$ cat config.mk
export PLATFORM = sky130hd
export DESIGN_NAME = dsp_core
export DESIGN_NICKNAME = d
export VERILOG_FILES = /design/src/dsp_pkg.sv /design/src/block_sequencer.sv /design/src/channel_file.sv /design/src/dsp_core.sv /design/src/madd_unit.sv /design/src/operand_fetch.sv /design/src/program_store.sv
export SDC_FILE = /design/constraint.sdc
export NUM_CORES = 2
export LEC_CHECK = 0
export BUFFER_PORTS_ARGS = -buffer_cell sky130_fd_sc_hd__buf_2
export CAP_MARGIN = 20
export CORE_UTILIZATION = 30
export CTS_BUF_LIST = sky130_fd_sc_hd__clkbuf_16
export DETAILED_ROUTE_END_ITERATION = 6
export GPL_ROUTABILITY_DRIVEN = 0
export GPL_TIMING_DRIVEN = 0
export PLACE_DENSITY_LB_ADDON = 0.2
export SYNTH_ARGS = -nofsm -noshare
export SYNTH_HDL_FRONTEND = slang
export SYNTH_SLANG_ARGS = --single-unit
$ cat constraint.sdc
create_clock -name clk -period 10.68 [get_ports clk]
set_clock_uncertainty 0.1 [all_clocks]
set_input_delay 1.068 -clock clk [delete_from_list [all_inputs] [get_ports clk]]
set_output_delay 1.068 -clock clk [all_outputs]
set_load 0.02 [all_outputs]
$ cat src/dsp_pkg.sv
`default_nettype none

package dsp_pkg;

	// ********************
	// Widths and types
	// ********************

	localparam int sample_width = 16;
	localparam int frac_bits    = 14;	// Q2.14 samples and coefficients.
	localparam int n_channels   = 16;

	typedef logic signed [sample_width - 1 : 0]     sample_t;
	typedef logic signed [2 * sample_width - 1 : 0] product_t;
	typedef logic [31 : 0]                          instr_t;
	typedef logic [$clog2(n_channels) - 1 : 0]      chan_addr_t;
	typedef logic                                   reg_sel_t;
	typedef logic [4 : 0]                           shift_t;

	localparam product_t sample_max = product_t'(2 ** (sample_width - 1) - 1);
	localparam product_t sample_min = product_t'(-(2 ** (sample_width - 1)));

	// ********************
	// Instruction fields
	// ********************

	localparam int op_bit          = 0;	// 1 is madd, 0 is nop.
	localparam int src_a_lsb       = 1;
	localparam int a_reg_bit       = 5;
	localparam int src_b_lsb       = 6;
	localparam int b_reg_bit       = 10;
	localparam int src_c_lsb       = 11;
	localparam int c_reg_bit       = 15;
	localparam int dest_lsb        = 16;
	localparam int shift_lsb       = 20;
	localparam int sat_disable_bit = 25;

	// Operand codes, valid when the reg flag of the operand is set.
	localparam chan_addr_t src_coef0   = chan_addr_t'(0);
	localparam chan_addr_t src_coef1   = chan_addr_t'(1);
	localparam chan_addr_t src_pos_one = chan_addr_t'(2);
	localparam chan_addr_t src_neg_one = chan_addr_t'(3);

	localparam sample_t const_pos_one = sample_t'(2 ** frac_bits);
	localparam sample_t const_neg_one = sample_t'(-(2 ** (sample_width - 1)));	// -2.0

	typedef enum logic [2 : 0] {
		seq_idle,
		seq_fetch,
		seq_decode,
		seq_operand,
		seq_execute
	} seq_state_t;

endpackage

`default_nettype wire

$ cat src/block_sequencer.sv
`timescale 1ns/1ps
`default_nettype none

module block_sequencer #(
	parameter int n_blocks = 16
) (
	input  logic clk,
	input  logic full_reset,
	input  logic enable,
	input  logic tick,
	input  logic resetting,
	input  logic [$clog2(n_blocks) : 0] n_running,

	output logic [$clog2(n_blocks) - 1 : 0] instr_addr,
	input  dsp_pkg::instr_t instr,
	input  logic done,

	output logic issue,
	output logic [$clog2(n_blocks) - 1 : 0] block,
	output logic op,
	output dsp_pkg::chan_addr_t src_a,
	output dsp_pkg::chan_addr_t src_b,
	output dsp_pkg::chan_addr_t src_c,
	output logic a_reg,
	output logic b_reg,
	output logic c_reg,
	output dsp_pkg::chan_addr_t dest,
	output dsp_pkg::shift_t shift,
	output logic sat_disable
);
	import dsp_pkg::*;

	seq_state_t state;
	logic done_pending;	// Done seen while paused or before the execute state.
	logic [$clog2(n_blocks) : 0] blocks_done;

	assign blocks_done = {1'b0, block} + 1'b1;

	// While waiting for done the next instruction is already read.
	assign instr_addr = (state == seq_execute) ? block + 1'b1 : block;
	assign issue      = (state == seq_decode) && enable;

	assign op          = instr[op_bit];
	assign src_a       = instr[src_a_lsb +: $bits(chan_addr_t)];
	assign a_reg       = instr[a_reg_bit];
	assign src_b       = instr[src_b_lsb +: $bits(chan_addr_t)];
	assign b_reg       = instr[b_reg_bit];
	assign src_c       = instr[src_c_lsb +: $bits(chan_addr_t)];
	assign c_reg       = instr[c_reg_bit];
	assign dest        = instr[dest_lsb +: $bits(chan_addr_t)];
	assign shift       = instr[shift_lsb +: $bits(shift_t)];
	assign sat_disable = instr[sat_disable_bit];

	always_ff @(posedge clk) begin
		if (full_reset || resetting) begin
			state        <= seq_idle;
			block        <= '0;
			done_pending <= 1'b0;
		end else begin
			if (done)
				done_pending <= 1'b1;

			if (enable) begin
				case (state)
					seq_idle: begin
						if (tick && n_running != '0) begin
							block <= '0;
							state <= seq_fetch;
						end
					end
					seq_fetch:   state <= seq_decode;
					seq_decode:  state <= seq_operand;
					seq_operand: state <= seq_execute;
					seq_execute: begin
						if (done || done_pending) begin
							done_pending <= 1'b0;
							if (blocks_done == n_running) begin
								state <= seq_idle;	// Last running block finished.
							end else begin
								block <= block + 1'b1;
								state <= seq_decode;
							end
						end
					end
					default: state <= seq_idle;
				endcase
			end
		end
	end

endmodule

`default_nettype wire

$ cat src/channel_file.sv
`timescale 1ns/1ps
`default_nettype none

module channel_file (
	input  logic clk,
	input  logic resetting,
	input  logic tick,

	input  dsp_pkg::sample_t sample_in,
	output dsp_pkg::sample_t sample_out,

	input  dsp_pkg::chan_addr_t chan_read_addr,
	output dsp_pkg::sample_t chan_read_val,

	input  logic chan_write,
	input  dsp_pkg::chan_addr_t chan_write_addr,
	input  dsp_pkg::sample_t chan_write_val
);
	import dsp_pkg::*;

	sample_t channels [n_channels];

	// ********************
	// Channel registers
	// ********************

	always_ff @(posedge clk) begin
		if (resetting) begin
			for (int i = 0; i < n_channels; i++)
				channels[i] <= '0;
		end else begin
			if (chan_write)
				channels[chan_write_addr] <= chan_write_val;
			if (tick)
				channels[0] <= sample_in;	// Takes priority over the program write.
		end
		chan_read_val <= channels[chan_read_addr];
	end

	// Channel 0 leaves on the same edge that the new sample enters.
	always_ff @(posedge clk) begin
		if (tick && !resetting)
			sample_out <= channels[0];
	end

endmodule

`default_nettype wire

$ cat src/dsp_core.sv
`timescale 1ns/1ps
`default_nettype none

module dsp_core #(
	parameter int n_blocks = 16
) (
	input  logic clk,
	input  logic full_reset,

	input  logic enable,
	input  logic tick,

	input  dsp_pkg::sample_t sample_in,
	output dsp_pkg::sample_t sample_out,

	output logic ready,
	output logic resetting,

	input  logic command_instr_write,
	input  logic command_reg_write,
	input  logic [$clog2(n_blocks) - 1 : 0] command_block_target,
	input  dsp_pkg::reg_sel_t command_reg_target,
	input  dsp_pkg::instr_t   command_instr_write_val,
	input  dsp_pkg::sample_t  command_reg_write_val
);
	import dsp_pkg::*;

	localparam int block_w = $clog2(n_blocks);

	logic [block_w - 1 : 0] instr_addr;
	instr_t                 instr;
	logic [block_w : 0]     coef_addr;
	sample_t                coef;
	logic [block_w : 0]     n_running;

	// Decoded instruction, valid while issue is high.
	logic                   issue;
	logic [block_w - 1 : 0] block;
	logic                   op;
	chan_addr_t             src_a;
	chan_addr_t             src_b;
	chan_addr_t             src_c;
	logic                   a_reg;
	logic                   b_reg;
	logic                   c_reg;
	chan_addr_t             dest;
	shift_t                 shift;
	logic                   sat_disable;

	chan_addr_t chan_read_addr;
	sample_t    chan_read_val;

	logic       args_valid;
	sample_t    arg_a;
	sample_t    arg_b;
	sample_t    arg_c;
	logic       args_op;
	chan_addr_t args_dest;
	shift_t     args_shift;
	logic       args_sat_disable;

	logic       chan_write;
	chan_addr_t chan_write_addr;
	sample_t    chan_write_val;
	logic       done;

	program_store #(.n_blocks(n_blocks)) program_store_inst (
		.clk                     (clk),
		.full_reset              (full_reset),
		.instr_write             (command_instr_write),
		.reg_write               (command_reg_write),
		.command_block_target    (command_block_target),
		.command_reg_target      (command_reg_target),
		.command_instr_write_val (command_instr_write_val),
		.command_reg_write_val   (command_reg_write_val),
		.instr_addr              (instr_addr),
		.instr                   (instr),
		.coef_addr               (coef_addr),
		.coef                    (coef),
		.n_running               (n_running),
		.ready                   (ready),
		.resetting               (resetting)
	);

	block_sequencer #(.n_blocks(n_blocks)) block_sequencer_inst (
		.clk         (clk),
		.full_reset  (full_reset),
		.enable      (enable),
		.tick        (tick),
		.resetting   (resetting),
		.n_running   (n_running),
		.instr_addr  (instr_addr),
		.instr       (instr),
		.done        (done),
		.issue       (issue),
		.block       (block),
		.op          (op),
		.src_a       (src_a),
		.src_b       (src_b),
		.src_c       (src_c),
		.a_reg       (a_reg),
		.b_reg       (b_reg),
		.c_reg       (c_reg),
		.dest        (dest),
		.shift       (shift),
		.sat_disable (sat_disable)
	);

	operand_fetch #(.n_blocks(n_blocks)) operand_fetch_inst (
		.clk              (clk),
		.full_reset       (full_reset),
		.issue            (issue),
		.block            (block),
		.op               (op),
		.src_a            (src_a),
		.src_b            (src_b),
		.src_c            (src_c),
		.a_reg            (a_reg),
		.b_reg            (b_reg),
		.c_reg            (c_reg),
		.dest             (dest),
		.shift            (shift),
		.sat_disable      (sat_disable),
		.chan_read_addr   (chan_read_addr),
		.chan_read_val    (chan_read_val),
		.coef_addr        (coef_addr),
		.coef             (coef),
		.args_valid       (args_valid),
		.arg_a            (arg_a),
		.arg_b            (arg_b),
		.arg_c            (arg_c),
		.args_op          (args_op),
		.args_dest        (args_dest),
		.args_shift       (args_shift),
		.args_sat_disable (args_sat_disable)
	);

	madd_unit madd_unit_inst (
		.clk             (clk),
		.full_reset      (full_reset),
		.args_valid      (args_valid),
		.arg_a           (arg_a),
		.arg_b           (arg_b),
		.arg_c           (arg_c),
		.op              (args_op),
		.dest            (args_dest),
		.shift           (args_shift),
		.sat_disable     (args_sat_disable),
		.chan_write      (chan_write),
		.chan_write_addr (chan_write_addr),
		.chan_write_val  (chan_write_val),
		.done            (done)
	);

	channel_file channel_file_inst (
		.clk             (clk),
		.resetting       (resetting),
		.tick            (tick),
		.sample_in       (sample_in),
		.sample_out      (sample_out),
		.chan_read_addr  (chan_read_addr),
		.chan_read_val   (chan_read_val),
		.chan_write      (chan_write),
		.chan_write_addr (chan_write_addr),
		.chan_write_val  (chan_write_val)
	);

endmodule

`default_nettype wire

$ cat src/madd_unit.sv
`timescale 1ns/1ps
`default_nettype none

module madd_unit (
	input  logic clk,
	input  logic full_reset,

	input  logic args_valid,
	input  dsp_pkg::sample_t arg_a,
	input  dsp_pkg::sample_t arg_b,
	input  dsp_pkg::sample_t arg_c,
	input  logic op,
	input  dsp_pkg::chan_addr_t dest,
	input  dsp_pkg::shift_t shift,
	input  logic sat_disable,

	output logic chan_write,
	output dsp_pkg::chan_addr_t chan_write_addr,
	output dsp_pkg::sample_t chan_write_val,
	output logic done
);
	import dsp_pkg::*;

	product_t product;
	product_t scaled;
	product_t sum;
	sample_t  result;

	assign product = product_t'(arg_a) * product_t'(arg_b);
	assign scaled  = (product >>> frac_bits) <<< shift;	// Back to Q2.14, then scaled up.
	assign sum     = scaled + product_t'(arg_c);

	always_comb begin
		if (sat_disable)
			result = sample_t'(sum);	// Wraps to the low bits.
		else if (sum > sample_max)
			result = sample_t'(sample_max);
		else if (sum < sample_min)
			result = sample_t'(sample_min);
		else
			result = sample_t'(sum);
	end

	always_ff @(posedge clk) begin
		if (full_reset) begin
			chan_write <= 1'b0;
			done       <= 1'b0;
		end else begin
			chan_write <= args_valid && op;
			done       <= args_valid;	// A nop still completes its block.
		end
		chan_write_addr <= dest;
		chan_write_val  <= result;
	end

endmodule

`default_nettype wire

$ cat src/operand_fetch.sv
`timescale 1ns/1ps
`default_nettype none

module operand_fetch #(
	parameter int n_blocks = 16
) (
	input  logic clk,
	input  logic full_reset,

	input  logic issue,
	input  logic [$clog2(n_blocks) - 1 : 0] block,
	input  logic op,
	input  dsp_pkg::chan_addr_t src_a,
	input  dsp_pkg::chan_addr_t src_b,
	input  dsp_pkg::chan_addr_t src_c,
	input  logic a_reg,
	input  logic b_reg,
	input  logic c_reg,
	input  dsp_pkg::chan_addr_t dest,
	input  dsp_pkg::shift_t shift,
	input  logic sat_disable,

	output dsp_pkg::chan_addr_t chan_read_addr,
	input  dsp_pkg::sample_t chan_read_val,
	output logic [$clog2(n_blocks) : 0] coef_addr,
	input  dsp_pkg::sample_t coef,

	output logic args_valid,
	output dsp_pkg::sample_t arg_a,
	output dsp_pkg::sample_t arg_b,
	output dsp_pkg::sample_t arg_c,
	output logic args_op,
	output dsp_pkg::chan_addr_t args_dest,
	output dsp_pkg::shift_t args_shift,
	output logic args_sat_disable
);
	import dsp_pkg::*;

	logic slot_b;	// Reading operand b, data for a returns.
	logic slot_c;	// Reading operand c, data for b returns.

	logic [$clog2(n_blocks) - 1 : 0] block_q;
	chan_addr_t src_b_q;
	chan_addr_t src_c_q;
	logic       b_reg_q;
	logic       c_reg_q;

	chan_addr_t slot_src;
	logic       slot_reg;
	chan_addr_t rd_src;
	logic       rd_reg;
	sample_t    resolved;

	always_comb begin
		if (slot_b) begin
			slot_src = src_b_q;
			slot_reg = b_reg_q;
		end else if (slot_c) begin
			slot_src = src_c_q;
			slot_reg = c_reg_q;
		end else begin
			slot_src = src_a;
			slot_reg = a_reg;
		end
	end

	assign chan_read_addr = slot_src;
	assign coef_addr      = {(issue ? block : block_q), slot_src[0]};

	// Resolve the operand whose read was issued on the previous cycle.
	always_comb begin
		if (!rd_reg) begin
			resolved = chan_read_val;
		end else begin
			case (rd_src)
				src_coef0, src_coef1: resolved = coef;
				src_pos_one:          resolved = const_pos_one;
				src_neg_one:          resolved = const_neg_one;
				default:              resolved = '0;
			endcase
		end
	end

	assign arg_c = resolved;	// Arrives in the args_valid cycle.

	always_ff @(posedge clk) begin
		if (full_reset) begin
			slot_b     <= 1'b0;
			slot_c     <= 1'b0;
			args_valid <= 1'b0;
		end else begin
			slot_b     <= issue;
			slot_c     <= slot_b;
			args_valid <= slot_c;
		end
	end

	always_ff @(posedge clk) begin
		rd_src <= slot_src;
		rd_reg <= slot_reg;
		if (issue) begin
			block_q          <= block;
			src_b_q          <= src_b;
			src_c_q          <= src_c;
			b_reg_q          <= b_reg;
			c_reg_q          <= c_reg;
			args_op          <= op;
			args_dest        <= dest;
			args_shift       <= shift;
			args_sat_disable <= sat_disable;
		end
		if (slot_b)
			arg_a <= resolved;
		if (slot_c)
			arg_b <= resolved;
	end

endmodule

`default_nettype wire

$ cat src/program_store.sv
`timescale 1ns/1ps
`default_nettype none

module program_store #(
	parameter int n_blocks = 16
) (
	input  logic clk,
	input  logic full_reset,

	input  logic instr_write,
	input  logic reg_write,
	input  logic [$clog2(n_blocks) - 1 : 0] command_block_target,
	input  dsp_pkg::reg_sel_t command_reg_target,
	input  dsp_pkg::instr_t   command_instr_write_val,
	input  dsp_pkg::sample_t  command_reg_write_val,

	input  logic [$clog2(n_blocks) - 1 : 0] instr_addr,
	output dsp_pkg::instr_t instr,

	input  logic [$clog2(n_blocks) : 0] coef_addr,
	output dsp_pkg::sample_t coef,

	output logic [$clog2(n_blocks) : 0] n_running,
	output logic ready,
	output logic resetting
);
	import dsp_pkg::*;

	localparam int block_w = $clog2(n_blocks);
	localparam logic [block_w - 1 : 0] last_block = block_w'(n_blocks - 1);

	instr_t  instr_mem [n_blocks];
	sample_t coef_mem  [2 * n_blocks];	// Two registers per block.

	logic [block_w - 1 : 0] clear_ctr;

	logic                   instr_we;
	logic [block_w - 1 : 0] instr_waddr;
	instr_t                 instr_wval;

	// The clear sequence takes over the instruction write port.
	assign instr_we    = resetting || instr_write;
	assign instr_waddr = resetting ? clear_ctr : command_block_target;
	assign instr_wval  = resetting ? '0 : command_instr_write_val;

	// ********************
	// Clear sequence and block count
	// ********************

	always_ff @(posedge clk) begin
		if (full_reset) begin
			resetting <= 1'b1;
			ready     <= 1'b0;
			clear_ctr <= '0;
			n_running <= '0;
		end else begin
			if (resetting) begin
				clear_ctr <= clear_ctr + 1'b1;
				if (clear_ctr == last_block) begin
					resetting <= 1'b0;
					ready     <= 1'b1;
				end
			end else if (instr_write && {1'b0, command_block_target} >= n_running) begin
				n_running <= {1'b0, command_block_target} + 1'b1;
			end
		end
	end

	always_ff @(posedge clk) begin
		if (instr_we)
			instr_mem[instr_waddr] <= instr_wval;
		instr <= instr_mem[instr_addr];
	end

	always_ff @(posedge clk) begin
		if (reg_write)
			coef_mem[{command_block_target, command_reg_target}] <= command_reg_write_val;
		coef <= coef_mem[coef_addr];
	end

endmodule

`default_nettype wire

==> run metrics <==
period utilisation layout 97.2%; H-tree depth 4; nets around 5200; root buf cell clkbuf_16; P_sw 2.62 mW; Final ANT Viol Nets 0; post-synth top area share 56.8%; Slew Viols, Final 0; Gate power share 6.0%; DRT iter0 DRCs between 2000 and 3000; Area Growth Syn to Fin 16.5%; clk_lat worst skew around 800 ps; synth unique cells 94; Core Rows 172; Clk pwr share between 40% and 50%; DRC viols 2; Clock Sinks ~1400; CTS tree done; CTS Hold Buffers Added 0; outcome finished with violations; core box area between 200000 and 250000 sq um; minimum clock period 10380 ps; Syn Area/Cell ~15 sq um; crit path max fanout 10; CP max stage cell fa_1; vias in the first global route a little under 40000; die height 472 um; largest net degree at the start of global routing 33; DR WL/cell around 24 um; DIE AREA roughly 220000 sq um; dpl cells between 7000 and 8000; Yosys top cell by area edfxtp_1; Pwr Total between 10 and 15 mW; Max Cap Violations 0; Syn Inst Count between 4000 and 5000; Setup CP Type flop to flop; Sw Share about 23%; Worst Tran Pin Value 1150 ps; Fin. Hold Viols 0; final wirelength between 150 and 200 mm; Max clock buf depth 3; IO buf count 86; mapped cell area 66200 sq um; DR pass1 iterations 7; slowest stage delay, CP ~570 ps; Layout Cells excl Fill around 7700; I/O pin total 93; global-route wire length before repair 274 mm; ys async rst share 0%; routed vias/inst 4.87; top-count cell post-synth edfxtp_1; Starting Density a little under a third; fillers 21100; Post-DP HPWL about 130 mm; Top reg by flops program_store_inst.coef_mem; Final Setup Violations 0; Leakage ~28 nW; Congestion Overflow GR 0; Worst EP arrival around 11000 ps; syn nets around 4800; cell mode on critical path fa_1; sequential cell area fraction in the yosys report about three fifths; Max VDD drop ~0.00014 V; #FFs+latches synth 1364; most frequent cells after synthesis edfxtp_1 (1253), nand2_1 (433), and2_1 (372); R2R depth 37; Pwr per Cell Area approximately 150 nW/um^2; Yosys warnings 0; layout cell share with drive strength beyond 1 between 10% and 20%; Min-Delay Path Class flop to flop; Reg power frac a little over half; relative slew slack a little under a quarter; failing checks design-rule violations; Total GRT Usage between 10% and 20%; Top Registers program_store_inst.coef_mem: 512 flops, program_store_inst.instr_mem: 416 flops, channel_file_inst.channels: 256 flops; routed vias between 30000 and 40000; DIE WIDTH approximately 470 um; hold-critical path depth 0; Power Internal 8.85 mW; clock transition at the registers of the reported paths 60 ps; max reg flops about 510; number of enable flip-flop cells after synthesis approximately 1300; Critical Path Start Type flop; ys flop type edfxtp_1; Max Clk Rate 0.0963 GHz; CP Capture Type flop; CTS Buf Count around 140; Worst EP required about 11000 ps; leading post-synthesis cells by cell area edfxtp_1 (57%), mux4_2 (11%), fa_1 (7.9%); initial antenna violation count 15; final core occ 35.1%
per-layer routing:
| metal | track usage (%) | share of wire [%] |
|---|---|---|
| met1 | 23.3 | 45 |
| met3 | 2.38 | 4.4 |
| met4 | 4.40 | 2.3 |
| met5 | 0 | 0.041 |
| met2 | 27.4 | 48 |
timing repair:
item,CTS,global route
setup buffers,33,22
resized for setup,70,84
pin swaps,7,16
setup endpoints to repair,16,16
cell usage in the layout, fill, tap and decap left out, types with 31 or more instances in the layout:
| cell type | instances |
|---|---|
| buf_2 | 97 |
| o21ai_0 | 83 |
| nor2b_1 | 40 |
| dfxtp_1 | 111 |
| edfxtp_1 | 1253 |
| nor2_1 | 96 |
| mux4_2 | 327 |
| buf_4 | 63 |
| ha_1 | 108 |
| inv_1 | 376 |
| clkbuf_16 | 151 |
| nand3_1 | 110 |
| buf_8 | 42 |
| a21oi_1 | 58 |
| clkbuf_1 | 141 |
| xnor2_1 | 31 |
| fa_1 | 259 |
| nor2_2 | 35 |
| nand2_1 | 433 |
| and2_1 | 371 |
cells by family after synthesis:
group | synth area share (%)
xor+xnor | 0.662
fa+ha+maj | 10.2
simple gates | 9.49
flops | 60.2
buf+inv | 3.25
mux | 11.9
compound gates | 4.36
layout make-up:
type / instances / area (sq um) / area share [%]
Tap cell: 2871 / 3590 / 4.66
Sequential cell: 1364 / 39800 / 51.7
Timing Repair Buffer: 217 / 2120 / 2.75
Antenna cell: 3 / 7.51 / 0.00973
Buffer: 215 / 968 / 1.26
Multi-Input combinational cell: 2457 / 24800 / 32.2
Clock inverter: 102 / 724 / 0.939
Inverter: 341 / 1280 / 1.66
Clock buffer: 151 / 3780 / 4.90
final timing paths:
kind	to	slack, ps	from
min	madd_unit_inst.chan_write_addr[2]$_DFF_P_	250	operand_fetch_inst.args_dest[2]$_DFFE_PP_
max	madd_unit_inst.chan_write_val[10]$_DFF_P_	300	operand_fetch_inst.arg_a[8]$_DFFE_PP_
max reg2reg	madd_unit_inst.chan_write_val[10]$_DFF_P_	300	operand_fetch_inst.arg_a[8]$_DFFE_PP_
min reg2reg	madd_unit_inst.chan_write_addr[2]$_DFF_P_	250	operand_fetch_inst.args_dest[2]$_DFFE_PP_
stage by stage:
stage | worst slack [ps] | hold slack (ps) | setup TNS, ps | instance area, sq um
global placement | -1280 | 228 | -18840 | 70200
detailed placement | -1320 | 242 | -19300 | 71600
finish | 299 | 250 | 0 | 77100
CTS | 22.2 | 255 | 0 | 76500
floorplan | 901 | 223 | 0 | 66200
global route | -37.2 | 260 | -150 | 77100
power by group through the flow:
stage	Combinational (mW)	Sequential (mW)	Clock [mW]
floorplan	0.393	6.03	0
global placement	0.646	6.08	0
detailed placement	0.673	6.08	0
CTS	0.679	5.96	4.94
global route	0.735	5.97	5.14
finish	0.684	5.96	4.83
critical path, delay by kind of cell, from the launching register on:
family                   cells  cell delay (ps)
buffers and inverters        6              820
AND/OR/NAND/NOR              8             1620
flip-flops                   1              490
multiplexers                 2              490
XOR/XNOR                     1              130
adder cells (fa/ha/maj)      8             3650
AO/OA/AOI/OAI               12             2960
(Power assumes the default switching activity.)
